### config.mk
export PLATFORM = sky130hd
export DESIGN_NAME = spi_layer
export DESIGN_NICKNAME = d
export VERILOG_FILES = /design/src/hdl/spi_layer_pkg.sv /design/src/hdl/byte_fifo_if.sv /design/src/hdl/byte_fifo.sv /design/src/hdl/spi_shifter.sv /design/src/hdl/bus_prefetch.sv /design/src/hdl/spi_layer.sv
export SDC_FILE = /design/constraint.sdc
export NUM_CORES = 1
export LEC_CHECK = 0
export ABC_AREA = 1
export CAP_MARGIN = 20
export CELL_PAD_IN_SITES_DETAIL_PLACEMENT = 1
export CELL_PAD_IN_SITES_GLOBAL_PLACEMENT = 2
export CORE_UTILIZATION = 44
export CTS_BUF_LIST = sky130_fd_sc_hd__clkbuf_2
export CTS_CLUSTER_SIZE = 20
export DETAILED_ROUTE_END_ITERATION = 7
export DONT_BUFFER_PORTS = 1
export PLACE_DENSITY_LB_ADDON = 0.08
export SYNTH_ARGS = -nofsm -noshare
export SYNTH_HDL_FRONTEND = slang
export SYNTH_SLANG_ARGS = --single-unit
export TNS_END_PERCENT = 1
### constraint.sdc
create_clock -name clk_i -period 2 [get_ports clk_i]
set_input_delay 0.6 -clock clk_i [delete_from_list [all_inputs] [get_ports clk_i]]
set_output_delay 0.6 -clock clk_i [all_outputs]
set_load 0.01 [all_outputs]
### src/hdl/spi_layer_pkg.sv
// Shared types for the byte-oriented SPI slave layer

package spi_layer_pkg;

   // --------------------
   // Data types
   // --------------------

   // One SPI byte, MSB shifted first
   typedef logic [7:0] byte_t;

   // Bit position inside a byte
   // Counts 0 to 7 and wraps back to 0 at each byte boundary
   typedef logic [2:0] bit_cnt_t;

   // --------------------
   // Prefetch FSM
   // --------------------

   // One-shot transmit prefetch states
   // PF_IDLE     waiting for the start of an SPI byte
   // PF_REQUEST  get_o high, waiting for rdy_i from the bus
   // PF_HOLD     byte stored, request already done for this byte
   typedef enum logic [1:0] {
      PF_IDLE    = 2'd0,
      PF_REQUEST = 2'd1,
      PF_HOLD    = 2'd2
   } prefetch_state_e;

   // Next byte to send when no prefetched byte is available
   localparam byte_t UNDERRUN_BYTE = 8'h00;

endpackage

### src/hdl/byte_fifo_if.sv
`timescale 1ns/1ps

// Write side, read side and status of one byte FIFO
interface byte_fifo_if;
   import spi_layer_pkg::*;

   // Write side, a write while full is dropped
   logic  wr_en;
   byte_t wr_data;
   logic  full;

   // Read side, rd_data always shows the head entry
   // A cycle with rd_en high and empty low removes it
   logic  rd_en;
   byte_t rd_data;
   logic  empty;

   // Producer of entries
   modport writer (
      output wr_en, wr_data,
      input  full
   );

   // Consumer of entries
   modport reader (
      output rd_en,
      input  rd_data, empty
   );

   // The FIFO itself
   modport store (
      input  wr_en, wr_data, rd_en,
      output full, rd_data, empty
   );

endinterface

### src/hdl/byte_fifo.sv
`timescale 1ns/1ps

// Synchronous first-word-fall-through byte FIFO
// Depth is 2**FIFO_DEPTH_LOG2 entries
module byte_fifo #(
   parameter int FIFO_DEPTH_LOG2 = 2
) (
   input  logic       clk_i,
   input  logic       SSEL,
   byte_fifo_if.store fifo
);
   import spi_layer_pkg::*;

   localparam int DEPTH = 1 << FIFO_DEPTH_LOG2;

   // --------------------
   // Storage and pointers
   // --------------------

   byte_t mem [0:DEPTH-1];

   // Top bit of each pointer tells a full FIFO from an empty one
   logic [FIFO_DEPTH_LOG2:0]   wr_ptr;
   logic [FIFO_DEPTH_LOG2:0]   rd_ptr;
   logic [FIFO_DEPTH_LOG2-1:0] wr_addr;
   logic [FIFO_DEPTH_LOG2-1:0] rd_addr;
   logic                       wr_fire;
   logic                       rd_fire;

   assign wr_addr = wr_ptr[FIFO_DEPTH_LOG2-1:0];
   assign rd_addr = rd_ptr[FIFO_DEPTH_LOG2-1:0];

   // --------------------
   // Status
   // --------------------

   // Same address, different wrap bit means every slot is taken
   assign fifo.full  = (wr_ptr[FIFO_DEPTH_LOG2] != rd_ptr[FIFO_DEPTH_LOG2])
                       && (wr_addr == rd_addr);
   assign fifo.empty = (wr_ptr == rd_ptr);

   // Writes into a full FIFO and reads from an empty one have no effect
   assign wr_fire = fifo.wr_en & ~fifo.full;
   assign rd_fire = fifo.rd_en & ~fifo.empty;

   // Head entry falls through to the read port
   assign fifo.rd_data = mem[rd_addr];

   // --------------------
   // Sequential logic
   // --------------------

   always_ff @(posedge clk_i) begin
      if (wr_fire) begin
         mem[wr_addr] <= fifo.wr_data;
      end
   end

   always_ff @(posedge clk_i or posedge SSEL) begin
      if (SSEL) begin
         wr_ptr <= '0;
         rd_ptr <= '0;
      end else begin
         if (wr_fire) begin
            wr_ptr <= wr_ptr + 1'b1;
         end
         if (rd_fire) begin
            rd_ptr <= rd_ptr + 1'b1;
         end
      end
   end

endmodule

### src/hdl/spi_shifter.sv
`timescale 1ns/1ps

// Pin side of the SPI slave, mode 0, MSB first
// SCK and MOSI are sampled in the clk_i domain, so SCK must stay
// at least four clk_i cycles in each phase
module spi_shifter #(
   parameter spi_layer_pkg::byte_t HEADER_BYTE = 8'hA7
) (
   input  logic        clk_i,
   input  logic        SSEL,
   input  logic        sck_i,
   input  logic        mosi_i,
   output logic        miso_o,
   output logic        byte_start_o,
   output logic        overflow_o,
   output logic        underrun_o,
   byte_fifo_if.writer rx,
   byte_fifo_if.reader tx
);
   import spi_layer_pkg::*;

   // --------------------
   // Pin synchronizers
   // --------------------

   // Two flops per pin, MOSI kept in step with SCK
   logic sck_meta;
   logic sck_sync;
   logic mosi_meta;
   logic mosi_sync;

   // Previous synchronized SCK level for edge detection
   logic sck_prev;
   logic sck_rise;
   logic sck_fall;

   always_ff @(posedge clk_i or posedge SSEL) begin
      if (SSEL) begin
         sck_meta  <= 1'b0;
         sck_sync  <= 1'b0;
         sck_prev  <= 1'b0;
         mosi_meta <= 1'b0;
         mosi_sync <= 1'b0;
      end else begin
         sck_meta  <= sck_i;
         sck_sync  <= sck_meta;
         sck_prev  <= sck_sync;
         mosi_meta <= mosi_i;
         mosi_sync <= mosi_meta;
      end
   end

   // Edges show up 3 clk_i cycles after the pin changes
   assign sck_rise = sck_sync & ~sck_prev;
   assign sck_fall = ~sck_sync & sck_prev;

   // --------------------
   // Receive path
   // --------------------

   bit_cnt_t   rx_cnt;
   logic [6:0] rx_shift;
   logic       rx_push;

   // Eighth rising edge completes the byte
   assign rx_push = sck_rise & (rx_cnt == 3'd7);

   // First rising edge of every byte starts the bus prefetch
   assign byte_start_o = sck_rise & (rx_cnt == 3'd0);

   always_ff @(posedge clk_i or posedge SSEL) begin
      if (SSEL) begin
         rx_cnt <= '0;
      end else if (sck_rise) begin
         rx_cnt <= rx_cnt + 3'd1;
      end
   end

   // First seven bits, MSB first
   always_ff @(posedge clk_i) begin
      if (sck_rise) begin
         rx_shift <= {rx_shift[5:0], mosi_sync};
      end
   end

   // Last bit goes straight into the FIFO with the other seven
   assign rx.wr_en   = rx_push;
   assign rx.wr_data = {rx_shift, mosi_sync};

   // --------------------
   // Transmit path
   // --------------------

   bit_cnt_t tx_cnt;
   byte_t    tx_shift;
   byte_t    tx_next;
   logic     tx_load;

   // Falling edge after bit 0 moves on to the next byte
   assign tx_load = sck_fall & (tx_cnt == 3'd7);

   // Nothing prefetched in time, send the filler byte instead
   assign tx_next  = tx.empty ? UNDERRUN_BYTE : tx.rd_data;
   assign tx.rd_en = tx_load;

   always_ff @(posedge clk_i or posedge SSEL) begin
      if (SSEL) begin
         tx_cnt   <= '0;
         tx_shift <= HEADER_BYTE;
      end else if (sck_fall) begin
         tx_cnt <= tx_cnt + 3'd1;
         if (tx_load) begin
            tx_shift <= tx_next;
         end else begin
            tx_shift <= {tx_shift[6:0], 1'b0};
         end
      end
   end

   // Bit 7 of the header is on the pin before the first SCK edge
   assign miso_o = tx_shift[7];

   // --------------------
   // Sticky error flags
   // --------------------

   // Both flags hold until the slave is deselected
   always_ff @(posedge clk_i or posedge SSEL) begin
      if (SSEL) begin
         overflow_o <= 1'b0;
         underrun_o <= 1'b0;
      end else begin
         // Received byte lost, FIFO was full
         if (rx_push && rx.full) begin
            overflow_o <= 1'b1;
         end
         // Byte boundary reached with no prefetched byte
         if (tx_load && tx.empty) begin
            underrun_o <= 1'b1;
         end
      end
   end

endmodule

### src/hdl/bus_prefetch.sv
`timescale 1ns/1ps

// Bus side of the SPI slave layer
// Frames the transaction, prefetches transmit bytes and hands out
// received bytes
module bus_prefetch (
   input  logic                 clk_i,
   input  logic                 SSEL,
   input  logic                 byte_start_i,
   output logic                 cyc_o,
   output logic                 get_o,
   input  logic                 rdy_i,
   input  spi_layer_pkg::byte_t dat_i,
   output logic                 wat_o,
   input  logic                 ack_i,
   output spi_layer_pkg::byte_t dat_o,
   byte_fifo_if.writer          tx,
   byte_fifo_if.reader          rx
);
   import spi_layer_pkg::*;

   // --------------------
   // Framing
   // --------------------

   // High from the first clk_i edge after select until deselect
   always_ff @(posedge clk_i or posedge SSEL) begin
      if (SSEL) begin
         cyc_o <= 1'b0;
      end else begin
         cyc_o <= 1'b1;
      end
   end

   // --------------------
   // Transmit prefetch
   // --------------------

   prefetch_state_e state_q;
   prefetch_state_e state_d;

   // One request per SPI byte
   // A byte_start during PF_REQUEST is absorbed by the pending request
   always_comb begin
      state_d = state_q;
      case (state_q)
         PF_IDLE: begin
            if (byte_start_i) begin
               state_d = PF_REQUEST;
            end
         end
         PF_REQUEST: begin
            if (rdy_i) begin
               state_d = PF_HOLD;
            end
         end
         PF_HOLD: begin
            // Back-to-back byte start re-arms without passing idle
            state_d = byte_start_i ? PF_REQUEST : PF_IDLE;
         end
         default: begin
            state_d = PF_IDLE;
         end
      endcase
   end

   always_ff @(posedge clk_i or posedge SSEL) begin
      if (SSEL) begin
         state_q <= PF_IDLE;
      end else begin
         state_q <= state_d;
      end
   end

   // get_o drops the cycle after rdy_i
   assign get_o = (state_q == PF_REQUEST);

   // Bus byte goes straight into the transmit FIFO
   assign tx.wr_en   = get_o & rdy_i;
   assign tx.wr_data = dat_i;

   // --------------------
   // Receive read path
   // --------------------

   assign rx.rd_en = ack_i;
   assign wat_o    = rx.empty;
   assign dat_o    = rx.rd_data;

endmodule

### src/hdl/spi_layer.sv
`timescale 1ns/1ps

// Byte-oriented SPI slave layer, mode 0, MSB first
// SSEL high deselects the slave and resets the whole layer
module spi_layer #(
   parameter spi_layer_pkg::byte_t HEADER_BYTE     = 8'hA7,
   parameter int                   FIFO_DEPTH_LOG2 = 2
) (
   input  logic                 clk_i,
   input  logic                 SSEL,

   // SPI pins
   input  logic                 sck_i,
   input  logic                 mosi_i,
   output logic                 miso_o,

   // Bus master strobes
   output logic                 cyc_o,
   output logic                 get_o,
   input  logic                 rdy_i,
   input  spi_layer_pkg::byte_t dat_i,
   output logic                 wat_o,
   input  logic                 ack_i,
   output spi_layer_pkg::byte_t dat_o,

   // Sticky diagnostics
   output logic                 overflow_o,
   output logic                 underrun_o
);

   // One-cycle pulse at the first SCK rise of each byte
   logic byte_start;

   // Bus side fills tx_fifo, pin side fills rx_fifo
   byte_fifo_if tx_fifo ();
   byte_fifo_if rx_fifo ();

   // --------------------
   // Pin side
   // --------------------

   spi_shifter #(
      .HEADER_BYTE (HEADER_BYTE)
   ) spi_shifter_i (
      .clk_i        (clk_i),
      .SSEL         (SSEL),
      .sck_i        (sck_i),
      .mosi_i       (mosi_i),
      .miso_o       (miso_o),
      .byte_start_o (byte_start),
      .overflow_o   (overflow_o),
      .underrun_o   (underrun_o),
      .rx           (rx_fifo),
      .tx           (tx_fifo)
   );

   // --------------------
   // FIFOs
   // --------------------

   byte_fifo #(
      .FIFO_DEPTH_LOG2 (FIFO_DEPTH_LOG2)
   ) tx_fifo_i (
      .clk_i (clk_i),
      .SSEL  (SSEL),
      .fifo  (tx_fifo)
   );

   byte_fifo #(
      .FIFO_DEPTH_LOG2 (FIFO_DEPTH_LOG2)
   ) rx_fifo_i (
      .clk_i (clk_i),
      .SSEL  (SSEL),
      .fifo  (rx_fifo)
   );

   // --------------------
   // Bus side
   // --------------------

   bus_prefetch bus_prefetch_i (
      .clk_i        (clk_i),
      .SSEL         (SSEL),
      .byte_start_i (byte_start),
      .cyc_o        (cyc_o),
      .get_o        (get_o),
      .rdy_i        (rdy_i),
      .dat_i        (dat_i),
      .wat_o        (wat_o),
      .ack_i        (ack_i),
      .dat_o        (dat_o),
      .tx           (tx_fifo),
      .rx           (rx_fifo)
   );

endmodule

* Yosys cells after proc, flatten, opt, wreduce, memory -nomap -nowiden
Memories as Yosys holds them, arrays and structs flattened.
Cells that the tools add are included.
** Word-level totals
- Word-level logic and storage cells :: 70
- Latch bits :: 0
- Bits of input ports :: 14
- Bits in writable memories :: 64
- Memories :: 2
- Output and inout port bits :: 14
- Memory bits (read-only) :: 0
- Bits in registers :: 43
** Operators by class
- Magnitude comparators :: 0
- Bitwise operators :: 16
- Eq/ne operators :: 12
- Shift operators :: 0
- Reduce and logical (&&, ||, !) cells :: 7
- Multipliers :: 0
- Div/mod/pow operators :: 0
- Multiplexer cells :: 10
- Add/sub/neg operators :: 6
** Memories
- rx_fifo_i.mem :: words 4, width 8, rd ports 1, clocked after Yosys merged registers in 0, write ports 1, line byte_fifo.sv:20 : byte_t mem [0:DEPTH-1];
- tx_fifo_i.mem :: words 4, width 8, rd ports 1, clocked after Yosys merged registers in 0, write ports 1, line byte_fifo.sv:20
** Operators with widths (count)
- $add A3 B1 Y3 const B :: 6
- $mux W8 :: 2
- $and A1 B1 Y1 :: 10
- $eq A3 B3 Y1 :: 2
- $eq A3 B3 Y1 const B :: 2
- $not A1 Y1 :: 6
- $pmux W2 S3 :: 1
- $mux W1 :: 5
- $eq A2 B2 Y1 :: 2
- $logic_and A1 B1 Y1 :: 4
- $mux W2 :: 2
- $logic_not A3 Y1 :: 1
- $eq A2 B1 Y1 const B :: 1
- $eq A2 B2 Y1 const B :: 1
- $logic_not A2 Y1 :: 1
- $ne A1 B1 Y1 :: 2
- $ne A2 B1 Y1 const B :: 1
- $ne A2 B2 Y1 const B :: 1
- $reduce_and A2 Y1 :: 1

* Longest topological paths before layout
Gate-level depths: netlist of the first run.
- Depth after elaboration :: 6
- Depth in mapped cells :: 8

* Modules after synthesis
A second synthesis of the first run with hierarchy kept.
** Second synthesis, totals
- Cells, all modules :: 431
- Area, all modules :: 4764.6 um2
** By module, submodules not included
- byte_fifo :: area each 1662.8 um2, cells an instance 139, times used 2, sequential area each 1111.1 um2
- spi_shifter :: area each 1179.9 um2, cells an instance 120, times used 1, sequential area each 742.0 um2
- bus_prefetch :: area each 259.0 um2, cells an instance 33, times used 1, sequential area each 75.1 um2

* Least setup slack after synthesis of the first run
No wires, ideal clock.
- Kind :: register to register
- Start :: reg spi_shifter_i.sck_prev
- End :: mem rx_fifo_i.mem[0][0] (netlist bit), enable pin
- Data required time :: 1.629 ns
- Cell stages (with the launch flop) :: 6
- Arrival time :: 1.335 ns
- Path buffers :: 0
- Path slack :: 0.294 ns
- Cell sequence :: dfrtp_1 > nor2_4 > nand2_1 > inv_1 > nand2_4 > nor2_1
** Between the ends
- Longest elaborated chain between the ends :: 6
** Ends and longest elaborated chain
- start, declared :: line spi_shifter.sv:33 : logic sck_prev;
- start signal, assigned :: line spi_shifter.sv:47 : sck_prev <= sck_sync;
- $not A1 Y1 :: line spi_shifter.sv:54 : assign sck_rise = sck_sync & ~sck_prev;
- $and A1 B1 Y1 :: line spi_shifter.sv:54
- named net spi_shifter_i.sck_rise :: line spi_shifter.sv:34 : logic sck_rise;
- $and A1 B1 Y1 :: line spi_shifter.sv:66 : assign rx_push = sck_rise & (rx_cnt == 3'd7);
- $and A1 B1 Y1 :: line byte_fifo.sv:43 : assign wr_fire = fifo.wr_en & ~fifo.full;
- $mux W1 :: line byte_fifo.sv:54 : if (wr_fire) begin
- $mux W1 (not written as such) :: line byte_fifo.sv:55 : mem[wr_addr] <= fifo.wr_data;
- end, declared :: line byte_fifo.sv:20
The timed path passes the listed nets, and every way through them passes these cells.

* Worst setup path in the final report of the first run
- Start :: reg rx_fifo_i.rd_ptr[0]
- End :: out wat_o
** Between the ends
- Longest elaborated chain between the ends :: 1
** Ends and longest elaborated chain
- start, declared :: line byte_fifo.sv:24 : logic [FIFO_DEPTH_LOG2:0] rd_ptr;
- start signal, assigned :: line byte_fifo.sv:68 : rd_ptr <= rd_ptr + 1'b1;
- $eq A3 B3 Y1 :: line byte_fifo.sv:40 : assign fifo.empty = (wr_ptr == rd_ptr);
- end, declared :: line spi_layer.sv:22 : output logic wat_o,
Every way passes these cells.

==> results.md, run 1 <==
- Status: finished with violations
- Failing checks: negative setup slack
- Avg Inst Size Synth: 11.4 um^2
- Period utilization: 108%
- Overflow after GRT: 0
- Multi-input logic area: 1340 um^2
- Final Hold Vio Count: 0
- DR iter-0 viols: 101
- Sink Count: 107
- Largest net degree at the start of global routing: 31
- Chip width: 104 um
- PortBufs: 0
- Power density cells: 1190 nW/um^2
- Ys flop type: edfxtp_1
- Crit-path max FO: 3
- Top post-synthesis cells by area: edfxtp_1 46%, dfrtp_1 17%, nand2_1 6.3%
- Core Area: 9950 um^2
- Crit. End Element: primary output
- Clock Skews: 32.5 ps
- Crit path DAT: 1570 ps
- Number of distinct library cells after synthesis: 32
- Wire per inst: 15.4 um
- Clk Latency, worst-skew pair: 550 ps
- Drt drc: 0
- Post-Syn Nets: 433
- R2r endpoint: rx_fifo_i.mem[3][2]
- # diodes: 0
- Area grow syn2layout: 12.6%
- Hold Path Class: primary input to flip-flop
- Initial antenna violation count: 0
- Unrepaired setup endpoints after global routing: yes
- Final WL: 8.80 mm
- Final WS setup: -168 ps
- Sequential cell area fraction in the yosys report: 66.0%
- Worst R2R Start: rx_fifo_i.rd_ptr[0]
- Dpl hpwl: 6.01 mm
- Register-to-Register Setup Slack: 260 ps
- Maximum root-to-sink buffer count: 2
- Hold_ws: 110 ps
- I/O pin total: 28
- Worst endpoint required time: 1400 ps
- Die Span Y: 104 um
- Via-to-Cell Ratio: 4.87
- Leak: 2.16 nW
- Startpoint class of the critical path: flip-flop
- Placer Congestion: 0.750
- Tot Pwr: 6.15 mW
- Final Max Slew Viols: 0
- Fmax: 0.461 GHz
- Die area: 10900 um^2
- Tot GR Track Use: 17.8%
- FF-to-FF path depth: 7
- Layout cell share with drive strength beyond 1: 18.5%
- Antenna-violating nets left: 0
- Max cap viols: 0
- Drt first pass iters: 4
- Cell Chain, Critical Path: buf_4 -> xnor2_4 -> nand3_2 -> inv_2
- Setup TNS: -1370 ps
- FF+latch area: 3040 um^2
- H-tree depth: 3
- FILL cells: 1074
- Post-Syn Instances: 404
- Net count reported at finish: 461
- Vias in the first global route: 2923
- Ys Warns: 0
- Initial Util: 46.2%
- Max VDD drop: 0.511 mV
- Root Driver: clkbuf_2
- Worst Hold Launch: dat_i[7]
- Setup-failing EPs final: 9
- Synth area leader: edfxtp_1
- CP max stage delay: 510 ps
- Hold Path End: tx_fifo_i.mem[1][7]
- WHS Path Cells: 0
- Most frequent cells after synthesis: 77 x nand2_1, 71 x edfxtp_1, 57 x inv_1
- CTS clock-pin slew for the worst setup and hold paths: 290 ps
- TritonCTS clock tree: yes
- Count leader, synth: nand2_1
- Total CTS buffers: 9
- Top cell type's share of synthesized area: 46.3%
- Via Count: 2776
- Slowest cell on the critical path: dfrtp_2
- Async SR Flop Fraction: 33.6%
- FF+latch count, synth: 107
- Period minus WS final: 2170 ps
- EDFF count, synth: 71
- Placement row count: 36
- Post-Syn Area: 4600 um^2
- First-pass GRT wire length: 14.8 mm
- Worst Setup Path Type: flip-flop to primary output
==> metal layers <==
layer  GRT usage [%]  vias up  wire length [um]
met1            23.2     1350              4120
met3            4.89        9               292
met5               0        -                 0
met2            29.1       41              4300
li1                -     1376                 -
met4            4.69        0                93
==> worst max path at each step <==
| stage | from | to | slack, ps | cells past startpoint |
|---|---|---|---|---|
| CTS | rx_fifo_i.rd_ptr[0] | dat_o[1] | -240 | 3 |
| floorplan | spi_shifter_i.sck_prev | rx_fifo_i.mem[0][0] | 290 | 5 |
| global route | rx_fifo_i.rd_ptr[0] | wat_o | -310 | 4 |
| global placement | rx_fifo_i.rd_ptr[0] | dat_o[2] | 220 | 3 |
| detailed placement | rx_fifo_i.rd_ptr[0] | dat_o[2] | 140 | 3 |
| finish | rx_fifo_i.rd_ptr[0] | wat_o | -170 | 4 |
==> layout make-up <==
class | instances | share of cell area (%)
Clock buffer | 9 | 0.869
Timing Repair Buffer | 26 | 4.68
Sequential cell | 107 | 58.7
Inverter | 61 | 4.68
Tap cell | 133 | 3.21
Clock inverter | 7 | 1.91
Multi-Input combinational cell | 227 | 25.9
==> repair_timing <==
action                                  in CTS  in global routing
hold buffers                                 3                  0
pin swaps                                    6                  4
hold endpoints to repair                     6                  0
resized for setup                           29                 13
buffers inserted                             6                  1
endpoints found under the setup margin       9                  9
==> sequential cells by signal, indices dropped and copies added (netlist names), 3 cells and up <==
name,count
rx_fifo_i.mem,32
rx_fifo_i.rd_ptr,3
rx_fifo_i.wr_ptr,3
spi_shifter_i.rx_cnt,3
spi_shifter_i.rx_shift,7
spi_shifter_i.tx_cnt,3
spi_shifter_i.tx_shift,8
tx_fifo_i.mem,32
tx_fifo_i.rd_ptr,3
tx_fifo_i.wr_ptr,3
==> worst max-delay path: cells and delay by family, from the launching register on <==
| kind | cells | cell delay [ps] |
|---|---|---|
| xor gates and xnor gates | 1 | 170 |
| DFF | 1 | 510 |
| and+or+nand+nor | 1 | 100 |
| buffers and inverters | 2 | 260 |
==> logic make-up after synthesis <==
| kind of cell | Yosys count | share of synthesized area (%) |
|---|---|---|
| AND/OR/NAND/NOR | 152 | 14.9 |
| adder cells (fa/ha/maj) | 15 | 4.08 |
| other | 1 | 0.0815 |
| XOR/XNOR | 11 | 2.42 |
| AO/OA/AOI/OAI | 48 | 5.71 |
| buffers and inverters | 70 | 6.77 |
| flip-flops | 107 | 66.0 |
==> power breakdown <==
group	internal [mW]	total, mW	switching (mW)	leakage [nW]
logic	0.850	2.09	1.24	0.993
clock network	0.430	1.13	0.701	0.0854
registers	2.64	2.93	0.288	1.08
total	3.92	6.15	2.23	2.16
==> cells in the final DEF (no fill, tap or decap), types with 4 or more instances in the layout <==
master / Yosys / final
nand2_1: 77 / 77
ha_1: 15 / 15
clkbuf_2: 0 / 9
edfxtp_1: 71 / 71
nor2_1: 31 / 30
nand3_1: 30 / 29
a21oi_1: 14 / 14
inv_1: 57 / 54
o22ai_2: 0 / 8
dfrtp_1: 31 / 29
nand2_2: 4 / 4
o21ai_2: 1 / 5
xnor2_1: 7 / 6
clkinv_1: 2 / 4
dfstp_2: 5 / 5
buf_4: 0 / 18
o21ai_1: 5 / 17
==> per-stage QoR <==
step	setup WS, ps	area (um^2)	cells	utilization [%]
after global placement	218	4830	544	48.5
after CTS	-238	5140	569	51.7
after detailed placement	139	4830	544	48.5
final	-168	5180	570	52.0
after floorplan	294	4600	404	-
after global routing	-309	5180	570	52.0
(Power assumes the default switching activity.)
==> run 2: changes to the inputs <==
--- a/config.mk
+++ b/config.mk
@@ -9,12 +9,13 @@
 export CAP_MARGIN = 20
 export CELL_PAD_IN_SITES_DETAIL_PLACEMENT = 1
 export CELL_PAD_IN_SITES_GLOBAL_PLACEMENT = 2
-export CORE_UTILIZATION = 44
+export CORE_UTILIZATION = 40
 export CTS_BUF_LIST = sky130_fd_sc_hd__clkbuf_2
 export CTS_CLUSTER_SIZE = 20
 export DETAILED_ROUTE_END_ITERATION = 7
 export DONT_BUFFER_PORTS = 1
-export PLACE_DENSITY_LB_ADDON = 0.08
+export PLACE_DENSITY = 0.75
+export SLEW_MARGIN = 0
 export SYNTH_ARGS = -nofsm -noshare
 export SYNTH_HDL_FRONTEND = slang
 export SYNTH_SLANG_ARGS = --single-unit
==> constraint.sdc (replaced) <==
create_clock -name clk_i -period 1.8 [get_ports clk_i]
set_input_delay 0.54 -clock clk_i [delete_from_list [all_inputs] [get_ports clk_i]]
set_output_delay 0.54 -clock clk_i [all_outputs]
set_load 0.01 [all_outputs]
==> results.md, run 2 (synthesis results as in run 1) <==
- Status: finished with violations
- Failing checks: negative setup slack
- Most common cell after layout, fill and taps aside: nand2_1
- Design Area, Final: 5240 um^2 (+1.1%)
- Die Span Y: 109 um (+4.8%)
- CP delay by family, top: flip-flops
- WP buf/inv: 2 (unchanged)
- Net count reported at finish: 473 (+2.6%)
- Initial Util: 41.7% (-4.5 points)
- Clk Latency, worst-skew pair: 570 ps (+20 ps)
- # diodes: 0 (unchanged)
- Cell Chain, Critical Path: buf_4 -> clkinvlp_4 -> o21ai_1 -> o22ai_2
- Top flop regs: rx_fifo_i.mem: 32 flops, tx_fifo_i.mem: 32 flops, spi_shifter_i.tx_shift: 8 flops
- Overflow after GRT: 0 (unchanged)
- First-pass GRT wire length: 14.5 mm (-2.4%)
- Power density cells: 1270 nW/um^2 (+6.8%)
- Tot Pwr: 6.64 mW (+8.0%)
- Dpl hpwl: 6.08 mm (+1.2%)
- Largest net degree at the start of global routing: 37 (+19%)
- Hold Path Class: primary input to flip-flop
- Via Count: 2806 (+1.1%)
- Seq pwr share: 48.6% (+1.0 points)
- Drt first pass iters: 4 (unchanged)
- Crit-path max FO: 5 (+2)
- Fmax: 0.469 GHz
- Worst endpoint required time: 1260 ps (-140 ps)
- Clock Skews: 30.7 ps (-1.77 ps)
- CTS clock-pin slew for the worst setup and hold paths: 240 ps (-50 ps)
- Final Max Slew Viols: 0 (unchanged)
- H-tree depth: 3 (unchanged)
- CP max stage delay: 450 ps (-60 ps)
- Max VDD drop: 0.591 mV (+16%)
- Most frequent cells in the layout: 77 x nand2_1, 71 x edfxtp_1, 54 x inv_1
- Tot GR Track Use: 16.6% (-1.2 points)
- Placement row count: 38 (+5.6%)
- Leak: 2.17 nW (+0.53%)
- Combinational Power Share: 35.2% (+1.1 points)
- Post-placement setup slack: 91.5 ps (-47.0 ps)
- Maximum root-to-sink buffer count: 2 (unchanged)
- Clock power frac: 16.2% (-2.2 points)
- Sw Share: 37.1% (+0.83 points)
- Crit path DAT: 1590 ps (+20 ps)
- TritonCTS clock tree: yes
- Setup-failing EPs final: 9 (unchanged)
- PortBufs: 0 (unchanged)
- Wire per inst: 15.1 um (-2.4%)
- Slowest cell on the critical path: dfrtp_2
- Final WS setup: -331 ps (-163 ps)
- Total CTS buffers: 9 (unchanged)
- Crit. End Element: primary output
- DR iter-0 viols: 102 (+0.99%)
- Antenna-violating nets left: 0 (unchanged)
- Cell Area, Placed: 4840 um^2 (+0.23%)
- Period minus WS final: 2130 ps
- Internal power: 4.18 mW (+6.6%)
- NetSw: 2.47 mW (+11%)
- Final Hold Vio Count: 0 (unchanged)
- Initial antenna violation count: 0 (unchanged)
- Period utilization: 118%
- Vias in the first global route: 2871 (-1.8%)
- Core Area: 11000 um^2 (+11%)
- Root Driver: clkbuf_2
- I/O pin total: 28 (unchanged)
- Via-to-Cell Ratio: 4.76 (-2.2%)
- Drt drc: 0 (unchanged)
- Die area: 11900 um^2 (+9.8%)
- FILL cells: 1196 (+11%)
- Startpoint class of the critical path: flip-flop
- Final WL: 8.88 mm (+0.90%)
- Max cap viols: 0 (unchanged)
- Layout cell share with drive strength beyond 1: 17.6% (-0.94 points)
- Sink Count: 107 (unchanged)
- Chip width: 109 um (+4.8%)
- Unrepaired setup endpoints after global routing: yes
- Placer Congestion: 0.722 (-3.6%)
- Area grow syn2layout: 13.8%
- Worst Setup Path Type: flip-flop to primary output
-- run 2: cell count changes in the layout (fill, tap and decap cells not counted), moves of 2 or more --
cell,before,now
buf_4,18,22
nor2_2,3,1
o21ai_1,17,20
o21ai_2,5,2
inv_8,3,1
clkinvlp_4,1,3
dlygate4sd3_1,3,12
-- run 2: metrics by stage --
step / hold slack [ps] / cells / utilization, % / TNS (ps)
3_3_place_gp: 341 / 553 / 43.9 / 0
3_5_place_dp: 343 / 553 / 43.9 / 0
2_1_floorplan: 331 / 404 / - / 0
4_1_cts: 6.87 / 581 / 46.7 / -3370
5_1_grt: 13.1 / 589 / 47.5 / -3870
6_report: 65.7 / 589 / 47.5 / -2840
-- run 2: worst reg2reg max path, stage by stage (launching register included) --
cell,delay [ps]
dfrtp_1,440
ha_1,160
ha_1,150
nand2_1,70
inv_1,140
nand2_4,100
nor2_1,110
buf_4,190
-- run 2: power groups by stage --
stage               sequential, mW  combinational, mW  clock (mW)
global route                  3.29               2.66        1.18
finish                        3.23               2.34        1.07
global placement              3.26               1.88           0
CTS                           3.24               2.33        1.11
floorplan                     3.16               1.60           0
detailed placement            3.27               1.93           0
-- run 2: path summary, 6_finish.rpt --
kind,to,from,slack (ps),cells after the start
max,dat_o[3],rx_fifo_i.rd_ptr[0],-330,4
min,tx_fifo_i.mem[2][1],dat_i[1],70,0
max reg2reg,rx_fifo_i.mem[3][3],spi_shifter_i.rx_cnt[0],190,7
min reg2reg,spi_shifter_i.sck_sync,spi_shifter_i.sck_meta,390,0
max in group asynchronous,spi_shifter_i.tx_shift[0],SSEL,950,3
min in group asynchronous,spi_shifter_i.sck_meta,SSEL,460,3
-- run 2: layout make-up --
type | instances | area, um^2 | share of cell area, %
Sequential cell | 107 | 3040 | 58.0
Multi-Input combinational cell | 227 | 1340 | 25.6
Timing Repair Buffer | 36 | 317 | 6.04
Inverter | 61 | 240 | 4.58
Tap cell | 140 | 175 | 3.34
Clock inverter | 7 | 63.8 | 1.22
Clock buffer | 9 | 45.0 | 0.860
Timing Repair inverter | 2 | 15.0 | 0.287
-- run 2: metal layers --
layer	vias to the layer above	global-route usage, %	share of wire [%]
li1	1405	-	-
met2	30	28.2	49
met5	-	0	0
met3	12	3.47	2.3
met4	0	6.19	1.4
met1	1359	20.9	47
-- run 2: what timing repair did --
action | in CTS | in global routing
gates cloned | 2 | 0
pin swaps | 9 | 0
resized for setup | 36 | 2
setup buffers | 6 | 0
hold endpoints to repair | 34 | 30
endpoints found under the setup margin | 9 | 11
hold buffers | 4 | 8
